==> src/rtl/ring_pkg.sv <==
// ====================
// Shared sizes and types for the message ring writer
// Line, address and ring index widths
// Idle counter width for the idle flush
// Flush-control state encoding
// ====================

`default_nettype none

package ring_pkg;

    // ====================
    // Sizes
    // ====================

    // Width of one data line written to the ring
    localparam int unsigned LINE_W = 64;

    // Width of a host memory line address
    localparam int unsigned ADDR_W = 32;

    // Width of a ring index, giving a ring of 64 slots
    // All ring arithmetic wraps modulo 2**IDX_W
    localparam int unsigned IDX_W = 6;

    // Width of the idle counter
    // The top bit sets after 16 idle cycles and requests a flush
    localparam int unsigned IDLE_W = 5;

    // ====================
    // Types
    // ====================

    typedef logic [LINE_W-1:0] line_t;
    typedef logic [ADDR_W-1:0] addr_t;
    typedef logic [IDX_W-1:0]  idx_t;

    // WAIT_EMPTY has nothing unpublished, WAIT_DATA has lines written
    // but not yet fenced, EMIT_FENCE is sending the fence
    typedef enum logic [1:0] {
        WAIT_EMPTY,
        WAIT_DATA,
        EMIT_FENCE
    } flush_state_t;

endpackage

`default_nettype wire

==> src/rtl/line_fifo.sv <==
// ====================
// Two-entry registered buffer with valid/ready on both sides
// The payload type is a parameter
// ====================

`timescale 1ns/1ps
`default_nettype none

module line_fifo #(
    parameter type payload_t = logic
) (
    input  logic     clk,
    input  logic     reset_n,
    input  payload_t in_data,
    input  logic     in_valid,
    output logic     in_ready,
    output payload_t out_data,
    output logic     out_valid,
    input  logic     out_deq
);

    // Storage for the two entries
    payload_t entry [2];

    // Write and read slots, and the number of entries held
    logic       wr_ptr;
    logic       rd_ptr;
    logic [1:0] count;

    logic enq;
    logic deq;

    // Input is refused only when both entries are held
    assign in_ready  = (count != 2'd2);
    assign out_valid = (count != 2'd0);
    assign out_data  = entry[rd_ptr];

    assign enq = in_valid && in_ready;
    assign deq = out_deq && out_valid;

    // Payload storage, written on each accepted input
    always_ff @(posedge clk)
    begin
        if (enq)
        begin
            entry[wr_ptr] <= in_data;
        end
    end

    // Slot pointers and occupancy
    always_ff @(posedge clk)
    begin
        if (!reset_n)
        begin
            wr_ptr <= 1'b0;
            rd_ptr <= 1'b0;
            count  <= 2'd0;
        end
        else
        begin
            if (enq)
            begin
                wr_ptr <= ~wr_ptr;
            end
            if (deq)
            begin
                rd_ptr <= ~rd_ptr;
            end
            // Simultaneous enqueue and dequeue leave the count as it is
            case ({enq, deq})
                2'b10:   count <= count + 2'd1;
                2'b01:   count <= count - 2'd1;
                default: count <= count;
            endcase
        end
    end

endmodule

`default_nettype wire

==> src/rtl/idle_timer.sv <==
// ====================
// Idle timer for the ring writer
// Counts idle channel cycles while unfenced lines are pending
// Raises and holds the idle-flush request
// ====================

`timescale 1ns/1ps
`default_nettype none

module idle_timer (
    input  logic                   clk,
    input  logic                   reset_n,
    input  ring_pkg::flush_state_t state,
    input  logic                   line_deq,
    input  logic                   req_ready,
    output logic                   flush_idle
);

    logic [ring_pkg::IDLE_W-1:0] idle_count;
    logic                        idle_hold;
    logic                        idle_seen;

    // Idle limit reached now or earlier and not yet served by a fence
    assign idle_seen = idle_count[ring_pkg::IDLE_W-1] || idle_hold;

    // The request reaches the FSM only in a cycle where the channel accepts,
    // so a line offered in that same cycle is taken before the fence starts
    assign flush_idle = idle_seen && req_ready;

    // Count only while writes are pending, nothing moves and the channel
    // could take a request; any other cycle restarts the count
    always_ff @(posedge clk)
    begin
        if (!reset_n)
        begin
            idle_count <= '0;
        end
        else if ((state == ring_pkg::WAIT_DATA) && !line_deq && req_ready)
        begin
            idle_count <= idle_count + 1'b1;
        end
        else
        begin
            idle_count <= '0;
        end
    end

    // Keep the request alive until the fence state is reached
    always_ff @(posedge clk)
    begin
        if (!reset_n)
        begin
            idle_hold <= 1'b0;
        end
        else
        begin
            idle_hold <= idle_seen && (state != ring_pkg::EMIT_FENCE);
        end
    end

endmodule

`default_nettype wire

==> src/rtl/flush_fsm.sv <==
// ====================
// Flush control for the ring writer
// Keeps the write index and the published index
// Decides when a fence is due, on a quarter-ring crossing or on idle
// ====================

`timescale 1ns/1ps
`default_nettype none

module flush_fsm (
    input  logic                   clk,
    input  logic                   reset_n,
    input  logic                   issued,
    input  logic                   flush_idle,
    output ring_pkg::flush_state_t state,
    output ring_pkg::idx_t         cur_idx,
    output ring_pkg::idx_t         written_idx,
    output logic                   fence_due
);

    ring_pkg::flush_state_t next_state;

    // Set once the write index has moved into another quarter of the
    // ring than the published index
    logic flush_writes;

    // An accepted request is a line outside the fence state
    logic line_issued;
    logic fence_issued;

    assign flush_writes = (cur_idx[ring_pkg::IDX_W-2] != written_idx[ring_pkg::IDX_W-2]);

    assign fence_due    = (state == ring_pkg::EMIT_FENCE);
    assign line_issued  = issued && !fence_due;
    assign fence_issued = issued && fence_due;

    // ====================
    // State transitions
    // ====================

    always_comb
    begin
        next_state = state;
        case (state)
            ring_pkg::WAIT_EMPTY:
            begin
                // The first line after a fence opens a new batch
                if (line_issued)
                begin
                    next_state = ring_pkg::WAIT_DATA;
                end
            end

            ring_pkg::WAIT_DATA:
            begin
                // Time to make the batch visible to the host
                if (flush_idle || flush_writes)
                begin
                    next_state = ring_pkg::EMIT_FENCE;
                end
            end

            ring_pkg::EMIT_FENCE:
            begin
                if (fence_issued)
                begin
                    next_state = ring_pkg::WAIT_EMPTY;
                end
            end

            default:
            begin
                next_state = ring_pkg::WAIT_EMPTY;
            end
        endcase
    end

    always_ff @(posedge clk)
    begin
        if (!reset_n)
        begin
            state <= ring_pkg::WAIT_EMPTY;
        end
        else
        begin
            state <= next_state;
        end
    end

    // ====================
    // Ring indices
    // ====================

    // Next slot to write, one step per accepted line
    always_ff @(posedge clk)
    begin
        if (!reset_n)
        begin
            cur_idx <= '0;
        end
        else if (line_issued)
        begin
            cur_idx <= cur_idx + ring_pkg::idx_t'(1);
        end
    end

    // Published index, which covers every line written before the fence
    // No line is accepted in the fence state, so cur_idx is stable here
    always_ff @(posedge clk)
    begin
        if (!reset_n)
        begin
            written_idx <= '0;
        end
        else if (fence_issued)
        begin
            written_idx <= cur_idx;
        end
    end

endmodule

`default_nettype wire

==> src/rtl/write_req_gen.sv <==
// ====================
// Memory request generator for the ring writer
// Forms line and fence requests and checks ring space
// Reports every accepted request
// ====================

`timescale 1ns/1ps
`default_nettype none

module write_req_gen (
    input  logic            clk,
    input  logic            reset_n,
    input  logic            enable,
    input  ring_pkg::addr_t base_addr,
    input  ring_pkg::idx_t  oldest_idx,
    input  ring_pkg::idx_t  cur_idx,
    input  logic            fence_due,
    input  logic            line_valid,
    input  ring_pkg::line_t line_data,
    output logic            line_deq,
    output logic            req_valid,
    output logic            req_fence,
    output ring_pkg::addr_t req_addr,
    output ring_pkg::line_t req_data,
    input  logic            req_ready,
    output logic            issued
);

    // Quarter bit of the write index as it was last cycle
    logic quarter_q;
    logic quarter_step;

    logic has_space;
    logic line_ok;

    // The write index just entered a new quarter, so the FSM switches to
    // the fence next cycle; a line offered now could be stalled and then
    // replaced by the fence, so no line is offered in this cycle
    assign quarter_step = (cur_idx[ring_pkg::IDX_W-2] != quarter_q);

    // The next slot must not reach the oldest unconsumed entry
    assign has_space = ((cur_idx + ring_pkg::idx_t'(1)) != oldest_idx);

    assign line_ok = line_valid && !fence_due && !quarter_step;

    // Combinational from the inputs
    assign req_valid = enable && has_space && (line_ok || fence_due);
    assign req_fence = fence_due;

    // A fence carries address zero and no payload
    assign req_addr = fence_due ? '0 : (base_addr + ring_pkg::addr_t'(cur_idx));
    assign req_data = fence_due ? '0 : line_data;

    assign issued   = req_valid && req_ready;
    assign line_deq = issued && !fence_due;

    always_ff @(posedge clk)
    begin
        if (!reset_n)
        begin
            quarter_q <= 1'b0;
        end
        else
        begin
            quarter_q <= cur_idx[ring_pkg::IDX_W-2];
        end
    end

endmodule

`default_nettype wire

==> src/rtl/ring_writer_top.sv <==
// ====================
// Top level of the device-to-host message ring writer
// Line FIFO, idle timer, flush FSM and request generator
// ====================

`timescale 1ns/1ps
`default_nettype none

module ring_writer_top (
    input  logic            clk,
    input  logic            reset_n,

    // Producer side
    input  ring_pkg::line_t tx_data,
    input  logic            tx_valid,
    output logic            tx_ready,

    // Host control and status
    input  logic            enable,
    input  ring_pkg::addr_t base_addr,
    input  ring_pkg::idx_t  oldest_idx,
    output ring_pkg::idx_t  written_idx,

    // Memory request channel
    output logic            req_valid,
    output logic            req_fence,
    output ring_pkg::addr_t req_addr,
    output ring_pkg::line_t req_data,
    input  logic            req_ready
);

    // FIFO head towards the request generator
    logic            line_valid;
    ring_pkg::line_t line_data;
    logic            line_deq;

    // Flush control towards the generator and the timer
    ring_pkg::flush_state_t state;
    ring_pkg::idx_t         cur_idx;
    logic                   fence_due;

    logic issued;
    logic flush_idle;

    // ====================
    // Line buffering
    // ====================

    line_fifo #(
        .payload_t (ring_pkg::line_t)
    ) line_fifo_i (
        .clk       (clk),
        .reset_n   (reset_n),
        .in_data   (tx_data),
        .in_valid  (tx_valid),
        .in_ready  (tx_ready),
        .out_data  (line_data),
        .out_valid (line_valid),
        .out_deq   (line_deq)
    );

    // ====================
    // Flush decision
    // ====================

    idle_timer idle_timer_i (
        .clk        (clk),
        .reset_n    (reset_n),
        .state      (state),
        .line_deq   (line_deq),
        .req_ready  (req_ready),
        .flush_idle (flush_idle)
    );

    flush_fsm flush_fsm_i (
        .clk         (clk),
        .reset_n     (reset_n),
        .issued      (issued),
        .flush_idle  (flush_idle),
        .state       (state),
        .cur_idx     (cur_idx),
        .written_idx (written_idx),
        .fence_due   (fence_due)
    );

    // ====================
    // Request generation
    // ====================

    write_req_gen write_req_gen_i (
        .clk        (clk),
        .reset_n    (reset_n),
        .enable     (enable),
        .base_addr  (base_addr),
        .oldest_idx (oldest_idx),
        .cur_idx    (cur_idx),
        .fence_due  (fence_due),
        .line_valid (line_valid),
        .line_data  (line_data),
        .line_deq   (line_deq),
        .req_valid  (req_valid),
        .req_fence  (req_fence),
        .req_addr   (req_addr),
        .req_data   (req_data),
        .req_ready  (req_ready),
        .issued     (issued)
    );

endmodule

`default_nettype wire

==> config.mk <==
export PLATFORM = sky130hd
export DESIGN_NAME = ring_writer_top
export DESIGN_NICKNAME = d
export VERILOG_FILES = /design/src/rtl/ring_pkg.sv /design/src/rtl/line_fifo.sv /design/src/rtl/idle_timer.sv /design/src/rtl/flush_fsm.sv /design/src/rtl/write_req_gen.sv /design/src/rtl/ring_writer_top.sv
export SDC_FILE = /design/constraint.sdc
export NUM_CORES = 1
export LEC_CHECK = 0
export ABC_AREA = 0
export BUFFER_PORTS_ARGS = -buffer_cell sky130_fd_sc_hd__clkbuf_2
export CAP_MARGIN = 10
export CORE_ASPECT_RATIO = 2
export CORE_MARGIN = 2
export CORE_UTILIZATION = 45
export DETAILED_ROUTE_END_ITERATION = 7
export GPL_ROUTABILITY_DRIVEN = 0
export MAX_ROUTING_LAYER = met4
export PLACE_DENSITY_LB_ADDON = 0.08
export SYNTH_ARGS = -nofsm -noshare
export SYNTH_HDL_FRONTEND = slang
export SYNTH_SLANG_ARGS = --single-unit
==> constraint.sdc <==
create_clock -name clk -period 5.22 [get_ports clk]
set_input_delay 0 -clock clk [delete_from_list [all_inputs] [get_ports clk]]
set_output_delay 0 -clock clk [all_outputs]
set_load 0.01 [all_outputs]
* Word-level counts from Yosys, hierarchy flattened *
Memories as Yosys holds them, arrays and structs flattened. A register that Yosys moved wholly into a read port is not among the register bits.
Index checks and enable logic that the tools add are counted.

word-level totals
  bits in registers = 25
  bits in writable memories = 128
  input port bits = 107
  output and inout port bits = 105
  word-level logic and storage cells = 64
  memories kept = 1

memories
  memory             words  bits a word  read ports  clocked after Yosys merged registers in  write ports  RTL line         RTL
  line_fifo_i.entry  2      64           1           1                                        1            line_fifo.sv:23  payload_t entry [2];

operators by class
  add/sub/neg operators = 5
  equal/unequal tests = 12
  mux-type cells = 11
  bitwise gates (word level) = 2
  reduce and logical (&&, ||, !) cells = 24

operators by type and width
  kind                                                                   number
  64-bit 2-to-1 mux                                                      1
  32-bit by 6-bit adder with 32-bit output                               1
  32-bit 2-to-1 mux                                                      1
  1-bit logical AND                                                      13
  2-bit != test, second input constant                                   4
  6-bit by 1-bit adder with 6-bit output, second input constant          1
  2-bit 2-to-1 mux                                                       3
  6-bit != test                                                          1
  2-bit one-hot mux with 3 select lines                                  1
  5-bit by 1-bit adder with 5-bit output, second input constant          1
  2-bit by 1-bit equality test with 1-bit output, second input constant  2
  2-bit equality test, second input constant                             2
  1-bit 2-to-1 mux                                                       4
  2-bit one-hot mux with 2 select lines                                  1
  2-bit nonzero test                                                     2
  1-bit zero test                                                        3
  1-bit logical OR                                                       3
  3-bit AND reduction                                                    1
  2-bit by 1-bit adder with 2-bit output, second input constant          1
  2-bit zero test                                                        1
  1-bit != test                                                          2
  2-bit by 1-bit != test with 1-bit output, second input constant        1
  1-bit NOT                                                              2
  2-bit AND reduction                                                    1
  2-bit by 1-bit subtractor with 2-bit output, second input constant     1

* Logic depth before layout (Yosys ltp) *
Gate-level depths: netlist of the first run.

  depth in word-level cells = 12
  gate-level depth with buffers = 11

* By module *
Synthesis of the first run repeated with hierarchy kept, for this count alone.

second synthesis, totals
  cells, all modules = 557
  area, all modules = 7304.5 um^2

modules (own cells, without submodules)
  module         instances  cells an instance  area each (um^2)
  line_fifo      1          223                4834.6
  write_req_gen  1          247                1636.6
  flush_fsm      1          65                 600.6
  idle_timer     1          22                 232.7

* Worst setup path after synthesis of the first run *
No wires, ideal clock.

  path type = reg-to-reg
  from = register line_fifo_i.count[0]
  to = memory line_fifo_i.entry[0][0] (netlist bit), enable pin
  setup time = 488 ps
  arrival time = 3374 ps
  required time = 4732 ps
  path slack = 1358 ps
  stages on the path, launching flop included = 4
  cell sequence = dfxtp_1 nand2b_1 nand2_1 nor2_1

between the ends
  cells in the longest elaborated chain, start to end = 4

ends and longest elaborated chain
  element                                 RTL line               RTL
  start: declaration                      line_fifo.sv:28        logic [1:0] count;
  start signal: assignment                line_fifo.sv:71        2'b10: count <= count + 2'd1;
  start signal: assignment                line_fifo.sv:72        2'b01: count <= count - 2'd1;
  start signal: assignment                line_fifo.sv:73        default: count <= count;
  2-bit != test                           line_fifo.sv:34        assign in_ready = (count != 2'd2);
  net tx_ready                            ring_writer_top.sv:16  output logic tx_ready,
  1-bit logical AND                       line_fifo.sv:38        assign enq = in_valid && in_ready;
  1-bit 2-to-1 mux                        line_fifo.sv:44        if (enq)
  1-bit 2-to-1 mux (implied by the code)  line_fifo.sv:46        entry[wr_ptr] <= in_data;
  end: declaration                        line_fifo.sv:23

The timed path passes the listed nets, and every way through them passes these cells.

* Final worst setup path of the first run *
  from = register flush_fsm_i.cur_idx[0]
  to = output port req_addr[18]

between the ends
  cells in the longest elaborated chain, start to end = 2

ends and longest elaborated chain
  element                                   RTL line               RTL
  start: declaration                        flush_fsm.sv:16        output ring_pkg::idx_t cur_idx,
  start signal: assignment                  flush_fsm.sv:103       cur_idx <= cur_idx + ring_pkg::idx_t'(1);
  32-bit by 6-bit adder with 32-bit output  write_req_gen.sv:51    assign req_addr = fence_due ? '0 : (base_addr + ring_pkg::addr_t'(cur_idx));
  32-bit 2-to-1 mux                         write_req_gen.sv:51
  end: declaration                          ring_writer_top.sv:27  output ring_pkg::addr_t req_addr,

No other way between the ends.

==> impl_metrics.ini, run 1 <==
[setup_path]
rr_startpoint = flush_fsm_i.cur_idx[1]
startpoint_type = flip-flop
critical_path_class = flip-flop to output pin
crit_chain = ha_1 -> fa_1 -> a21o_1 -> a21oi_2 -> o21a_4 -> or2_1 -> or4_1 -> a21oi_1 -> clkbuf_2
crit_slowest_cell = dfxtp_1
required_ps = 5220
arrival_ps = 3010
worstSetupEndpointType = output pin
cpPeakStageDelay_ps = 460
setup.worst_path.start = flush_fsm_i.cur_idx[0]
critical_path.max_fanout = 9

[sta]
finalMaxSlewViolations = 0
fin_crit_sh_pct = 57.6
worstMarginPinSlew_ps = 1170
max_freq_mhz = 332
finalSetupTns_ps = 0
rsz0062_at_grt = false
whs_ps = 38.4
hold_viol = 0
clock_skew_ps = 10.1
finalSetupViolations = 0
period_minus_slack_ps = 3010
relSlewSlack_pct = 21.8

[synthesis]
synth-edff-count = 128
syn_inst = 558
synth_top_area_cell = edfxtp_1
yosysUniqueCellTypes = 53
synth_warnings = 0
ys_seq_area_share_pct = 62.2
synth.area.top_cells = edfxtp_1 (55%), mux2i_1 (10%), dfxtp_1 (7.4%)
synth_commonest_cells = edfxtp_1 (128), nor2_1 (103), mux2i_1 (71)
yosysMostFrequentCell = edfxtp_1
syn_area_um2 = 7020
synth.top_cell.area_share_pct = 54.8
synth_seq_cells = 154
async_flop_share_pct = 0
synth_fp_nets = 675
synth_flop_cell = edfxtp_1
avgSynthCellArea_um2 = 12.6

[routing]
avgViaCountPerCell = 5.05
drt_iter0_markers = 167
remaining_drc_errors = 0
wl_mm = 16.3
drtAntennaViolNets = 0
route.vias.total = 5263
post_drt_wl_per_cell_um = 15.7
firstDrtPassIters = 4

[finish]
fin_util_pct = 62.1
nNetsFinal = 948
drive_gt1_share_pct = 31.0
area_growth_pct = 35.4
fillCellCount = 1266
n_antenna_cell = 0
layout.cells.non_filler = 1042

[global_routing]
grt_max_degree = 82
antenna_found_initial = 0
track_usage_pct = 20.7
grt_pass1_wl_mm = 26.4
grt_pass1_vias = 5703
grt_overflow = 0

[clock_network]
htree_levels = 4
holdBufCountCts = 67
clk_latency_ps = 410
cts_resized = 0
path_clk_slew_ps = 60
postCtsSetupBuffers = 0
cts_buffer_depth = 2
cts_buffers = 17
cts_tree = done
clock-sinks = 154
cts_root_buf = clkbuf_16

[floorplan]
die_h_um = 181
num_rows = 64
fp.coreArea_um2 = 15300
die_w_um = 92.3
ioPinCount = 212
dieArea_um2 = 16700
start_util_pct = 45.9

[placement]
port_buffers = 211
place_hpwl_mm = 11.4
place_inst = 943

[pwr]
leakage_uw = 0.00372
ir_worst_vdd_mv = 0.355
powerDensity_nw_per_um2 = 343

[min_path]
hold_start = req_ready
hold_path.class = input pin to flip-flop

[run]
max_cap_viol_count = 0

[run_status]
status = finished clean
## metal layers
layer / global-route usage [%] / vias to the layer above / share of wire (%)
li1: - / 2559 / -
met2: 39.4 / 170 / 57
met4: 7.40 / 0 / 2.1
met1: 20.4 / 2511 / 37
met5: - / - / 0
met3: 3.97 / 23 / 4.0
## logic make-up after synthesis
logic type | synth area share (%)
AO/OA/AOI/OAI | 4.21
XOR/XNOR | 5.12
adder cells (fa/ha/maj) | 1.89
buffers and inverters | 2.16
flip-flops | 62.2
multiplexers | 10.1
AND/OR/NAND/NOR | 14.3
## power breakdown
group	internal (uW)	switching, uW	leakage [uW]	total (uW)
combinational	245	293	0.00203	538
clock	744	453	0.000283	1200
sequential	1460	67.3	0.00141	1530
total	2450	813	0.00372	3260
## placed cells by master (no fill, tap or decap), drive strengths merged, types with 3 or more instances in the layout
| cell | instances |
|---|---|
| inv | 8 |
| a21o | 3 |
| o2111ai | 3 |
| bufinv | 3 |
| clkinv | 9 |
| nor4b | 4 |
| o31ai | 3 |
| nand2b | 3 |
| buf | 4 |
| edfxtp | 128 |
| o21ai | 14 |
| mux2i | 71 |
| clkbuf | 229 |
| ha | 9 |
| nor3 | 5 |
| or4 | 3 |
| or3 | 6 |
| a21boi | 4 |
| clkinvlp | 3 |
| a21oi | 10 |
| and2 | 6 |
| and3 | 6 |
| nand2 | 29 |
| xnor2 | 33 |
| dfxtp | 26 |
| nor4 | 9 |
| xor2 | 8 |
| nand3 | 14 |
| nor2 | 103 |
| dlygate4sd3 | 67 |
## critical path: cells and delay by family, from the launching register on
| family | cells | cell delay (ps) |
|---|---|---|
| buf+inv | 1 | 170 |
| simple gates | 2 | 790 |
| flops | 1 | 460 |
| fa+ha+maj | 2 | 470 |
| compound gates | 4 | 700 |
## final timing paths
path,endpoint,depth (start not counted),slack [ps]
max,req_addr[18],9,2210
min reg2reg,idle_timer_i.idle_count[0],1,450
min,idle_timer_i.idle_count[1],3,40
max reg2reg,line_fifo_i.count[1],9,2290
## flip-flops by register name (all words and copies together) (netlist names), named ones only
register,count
write_req_gen_i.quarter_q,1
flush_fsm_i.written_idx,6
line_fifo_i.entry,128
line_fifo_i.count,2
flush_fsm_i.state,2
idle_timer_i.idle_hold,1
flush_fsm_i.cur_idx,6
line_fifo_i.rd_ptr,1
idle_timer_i.idle_count,5
line_fifo_i.wr_ptr,1
## metrics by stage
step | setup WS (ps) | power, uW | instance area, um^2
4_1_cts | 2200 | 3300 | 9500
3_5_place_dp | 2310 | 2060 | 8250
2_1_floorplan | 1360 | 1820 | 7020
5_1_grt | 1930 | 3410 | 9500
6_report | 2210 | 3260 | 9500
3_3_place_gp | 2510 | 2040 | 8250
## cell type report
| cell class | instances | area (um^2) | share of cell area, % |
|---|---|---|---|
| Clock inverter | 14 | 155 | 1.63 |
| Tap cell | 198 | 248 | 2.61 |
| Sequential cell | 154 | 4370 | 46.0 |
| Clock buffer | 18 | 429 | 4.52 |
| Inverter | 9 | 35.0 | 0.369 |
| Multi-Input combinational cell | 367 | 2510 | 26.4 |
| Timing Repair Buffer | 282 | 1760 | 18.5 |
No activity file was read; power rests on OpenSTA's default activity.
==> run 2: changes to the inputs <==
==> constraint.sdc (replaced) <==
create_clock -name clk -period 2.7 [get_ports clk]
set_input_delay 0 -clock clk [delete_from_list [all_inputs] [get_ports clk]]
set_output_delay 0 -clock clk [all_outputs]
set_load 0.01 [all_outputs]
==> run 2 against run 1 <==
  * Critical path depth is 1 lower
  * Worst hold slack better by 3.7 ps
  * Core utilization is 0.94 points higher
  * Clock skew hardly changed
  * Clock power is 90% higher
  * Cell area up 1.5%
  * Largest power group unchanged
  * Via count up 0.82%
  * Sequential power up 90%
  * Flip-flop and latch count did not move
  * Critical endpoint is now req_addr[20]
  * Worst setup slack worse by 2200 ps
==> impl_metrics.ini, run 2 (synthesis results as in run 1) <==
[clock_network]
htree_levels = 4
cts_root_buf = clkbuf_16
path_clk_slew_ps = 60
cts_tree = done
clock-sinks = 154
cts_buffer_depth = 2
cts_buffers = 17
clk_latency_ps = 410

[global_routing]
antenna_found_initial = 0
track_usage_pct = 20.5
grt_pass1_wl_mm = 25.9
grt_pass1_vias = 5519
grt_max_degree = 85
grt_overflow = 0

[floorplan]
die_w_um = 92.3
fp.coreArea_um2 = 15300
die_h_um = 181
num_rows = 64
start_util_pct = 45.9
ioPinCount = 212
dieArea_um2 = 16700

[sta]
hold_viol = 0
finalMaxSlewViolations = 0
worstMarginPinSlew_ps = 609
fin_crit_sh_pct = 97.8
max_freq_mhz = 379
clock_skew_ps = 9.71
relSlewSlack_pct = 59.3
fin_ws_ps = 59.3
finalSetupViolations = 0
period_minus_slack_ps = 2640

[routing]
drtAntennaViolNets = 0
remaining_drc_errors = 0
post_drt_wl_per_cell_um = 15.6
route.vias.total = 5306
firstDrtPassIters = 4
wl_mm = 16.3
drt_iter0_markers = 219
avgViaCountPerCell = 5.06

[finish]
final_common_cell = clkbuf_2
mostFrequentLayoutCells = clkbuf_2 (213), edfxtp_1 (128), nor2_1 (102), mux2i_1 (71), dlygate4sd3_1 (66)
largest_reg_flops = 128
area_growth_pct = 37.5
design_area_um2 = 9650
drive_gt1_share_pct = 33.1
regMostFlops = line_fifo_i.entry
nNetsFinal = 954
reg_top3 = line_fifo_i.entry x128, flush_fsm_i.cur_idx x6, flush_fsm_i.written_idx x6
fillCellCount = 1273
n_antenna_cell = 0

[setup_path]
arrival_ps = 2640
required_ps = 2700
critical_path.max_fanout = 9
startpoint_type = flip-flop
worstSetupEndpointType = output pin
critical_path_class = flip-flop to output pin

[pwr]
power_uw = 6280
leakage_uw = 0.00378
powerDensity_nw_per_um2 = 651
ir_worst_vdd_mv = 0.642

[placement]
place_hpwl_mm = 11.2
pre_cts_ws_ps = 215
port_buffers = 211
placed_area_um2 = 8330

[min_path]
hold_path.class = input pin to flip-flop

[run]
max_cap_viol_count = 0

[run_status]
status = finished clean
-- run 2: layer usage --
layer	global-route usage, %	part of all wire (%)	vias up
li1	-	-	2566
met1	20.3	37	2544
met2	37.9	57	167
met3	4.48	4.3	29
met4	8.24	2.2	0
met5	-	0	-
-- run 2: final timing paths --
path	cells after the start	end	slack [ps]	from
worst min register to register	2	flush_fsm_i.written_idx[2]	460	flush_fsm_i.written_idx[2]
worst min-delay path	4	flush_fsm_i.state[1]	40	enable
worst max-delay path	8	req_addr[20]	60	flush_fsm_i.cur_idx[2]
worst max register to register	10	line_fifo_i.count[1]	210	flush_fsm_i.cur_idx[0]
-- run 2: what timing repair did --
item,CTS,global route
pin swaps,2,1
setup buffers,1,0
endpoints found under the hold margin,130,0
endpoints found under the setup margin,7,10
gates resized for setup,8,7
gates cloned,0,0
hold buffers,66,0
-- run 2: cell type report --
cell class | count | area [um^2] | share of cell area [%]
sequential | 154 | 4370 | 45.3
multi-input combinational | 367 | 2560 | 26.6
timing repair buffer | 288 | 1840 | 19.0
clock buffer | 27 | 559 | 5.80
tap | 198 | 248 | 2.57
inverter | 9 | 35.0 | 0.363
clock inverter | 5 | 28.8 | 0.298
-- run 2: through the flow --
step | setup TNS, ps | utilization (%) | std cells | hold WS [ps]
6_report | 0 | 63.1 | 1048 | 42.2
5_1_grt | -3.63 | 63.1 | 1048 | 39.4
4_1_cts | 0 | 62.9 | 1048 | 14.0
3_5_place_dp | 0 | 54.5 | 949 | 193
3_3_place_gp | 0 | 54.5 | 949 | 189
2_1_floorplan | 0 | - | 558 | 98.9
-- run 2: critical path, cell delays in order, from the launching register on --
cell      delay, ps
dfxtp_1         420
ha_4            330
a21o_1          130
a21oi_2          80
o21a_4          200
or2_4           290
or4_1           490
a21oi_2         130
clkbuf_2        140
-- run 2: power breakdown --
| part | switching [uW] | internal (uW) |
|---|---|---|
| clock | 860 | 1420 |
| sequential | 90.5 | 2820 |
| combinational | 605 | 491 |
==> run 3: changes to the inputs <==
==> constraint.sdc (replaced) <==
create_clock -name clk -period 3.15 [get_ports clk]
set_input_delay 0 -clock clk [delete_from_list [all_inputs] [get_ports clk]]
set_output_delay 0 -clock clk [all_outputs]
set_load 0.01 [all_outputs]
==> run 3 against run 2 <==
  * Clock skew is 1.8 ps lower
  * Sequential power is 14% lower
  * Sequential share of layout area is 0.57 points higher
  * Flip-flop and latch count stayed put
  * Cell area is 1.3% lower
  * Via count is 0.87% lower
  * Critical path depth is 1 higher
  * Global-route usage is 0.59 points lower
  * Clock power is 19% lower
  * Count of clock-buffer cells in the layout is 8 lower
==> impl_metrics.ini, run 3 (synthesis results as in run 1) <==
[run_status]
status = finished clean

[clock_network]
clk_latency_ps = 420
htree_levels = 4
cts_root_buf = clkbuf_16
postCtsSetupBuffers = 0
cts_buffer_depth = 2
clock-sinks = 154
cts_buffers = 17
path_clk_slew_ps = 60
cts_tree = done

[pwr]
leakage_uw = 0.00371
ir_worst_vdd_mv = 0.524
powerDensity_nw_per_um2 = 553

[floorplan]
ioPinCount = 212
die_w_um = 92.3
dieArea_um2 = 16700
start_util_pct = 45.9
fp.coreArea_um2 = 15300
die_h_um = 181
num_rows = 64

[sta]
finalSetupViolations = 0
finalSetupTns_ps = 0
clock_skew_ps = 7.86
hold_viol = 0
whs_ps = 74.7
period_minus_slack_ps = 2910
fin_crit_sh_pct = 92.3
max_freq_mhz = 344
rsz0062_at_grt = false
worstMarginPinSlew_ps = 797
relSlewSlack_pct = 46.8
finalMaxSlewViolations = 0

[setup_path]
cpPeakStageDelay_ps = 410
arrival_ps = 2910
critical_path.max_fanout = 9
crit_slowest_cell = fa_1
critical_path_class = flip-flop to output pin
r2r_end = line_fifo_i.count[1]
cp-endpoint = req_addr[16]
required_ps = 3150
rr_worst_depth = 9
setup.worst_path.start = flush_fsm_i.cur_idx[0]
startpoint_type = flip-flop
worstSetupEndpointType = output pin
r2r_slack_ps = 740
crit_chain = ha_1 -> fa_1 -> a21o_1 -> a21oi_2 -> o21a_4 -> or2_1 -> o21ai_0 -> a21oi_1 -> clkbuf_2
rr_startpoint = flush_fsm_i.cur_idx[1]

[routing]
avgViaCountPerCell = 5.04
drtAntennaViolNets = 0
wl_mm = 16.0
firstDrtPassIters = 6
route.vias.total = 5260
post_drt_wl_per_cell_um = 15.4
remaining_drc_errors = 0
drt_iter0_markers = 180

[placement]
place_inst = 946
port_buffers = 211
place_hpwl_mm = 11.1

[finish]
largest_reg_flops = 128
layout.cells.non_filler = 1043
fin_util_pct = 62.2
drive_gt1_share_pct = 31.1
area_growth_pct = 35.6
nNetsFinal = 950
regMostFlops = line_fifo_i.entry
multiInputGateArea_um2 = 2510
reg_top3 = line_fifo_i.entry x128, flush_fsm_i.cur_idx x6, flush_fsm_i.written_idx x6
regArea_um2 = 4370
mostFrequentLayoutCells = clkbuf_2 (211), edfxtp_1 (128), nor2_1 (102), mux2i_1 (71), dlygate4sd3_1 (66)
n_antenna_cell = 0
final_common_cell = clkbuf_2
fillCellCount = 1250

[global_routing]
grt_pass1_vias = 5471
grt_pass1_wl_mm = 25.2
track_usage_pct = 19.9
grt_max_degree = 66
antenna_found_initial = 0
grt_overflow = 0

[min_path]
hold_path.class = input pin to flip-flop

[run]
max_cap_viol_count = 0
## run 3: area by class of cell
type	count	area share, %
flip-flops and latches	154	45.9
inverters	9	0.355
repair buffers	284	19.1
multi-input cells	367	26.4
clock buffers	19	4.55
clock inverters	12	1.08
well taps	198	2.60
## run 3: worst max-delay path: cells and delay by family (launching register included)
family                     cells  cell delay [ps]
and+or+nand+nor                1              290
buffers and inverters          1              180
DFF                            1              360
AOI/OAI and AO/OA              5             1040
adders and majority gates      2              630
## run 3: worst min path at each step
stage | startpoint | end | slack (ps) | cells after the start
2_1_floorplan | tx_data[0] | line_fifo_i.entry[0][0] | 100 | 0
3_3_place_gp | tx_data[47] | line_fifo_i.entry[0][47] | 190 | 1
3_5_place_dp | tx_data[44] | line_fifo_i.entry[0][44] | 190 | 1
4_1_cts | enable | flush_fsm_i.state[1] | 40 | 4
5_1_grt | enable | flush_fsm_i.state[1] | 90 | 4
6_report | enable | flush_fsm_i.state[1] | 70 | 4
## run 3: per-stage QoR
step / setup slack [ps] / cell area (um^2) / power [uW]
floorplan: 370 / 7020 / 3020
global placement: 691 / 8320 / 3390
detailed placement: 587 / 8320 / 3410
CTS: 129 / 9520 / 5340
global route: 77.5 / 9520 / 5510
finish: 244 / 9520 / 5260
## run 3: where the power goes
part	internal, uW	switching, uW
clock network	1070	763
registers	2410	88.5
logic	418	502
## run 3: timing repair
item	4_1_cts	5_1_grt
setup endpoints to repair	0	2
hold buffers	66	0
hold endpoints to repair	130	0
gates resized for setup	0	1
## run 3: layer usage
metal | track usage [%] | routed length (um) | up-vias | share of wire, %
li1 | - | - | 2563 | -
met1 | 18.9 | 5860 | 2505 | 37
met2 | 37.8 | 9160 | 169 | 57
met3 | 4.02 | 671 | 23 | 4.2
met4 | 8.18 | 344 | 0 | 2.1
met5 | - | 0 | - | 0
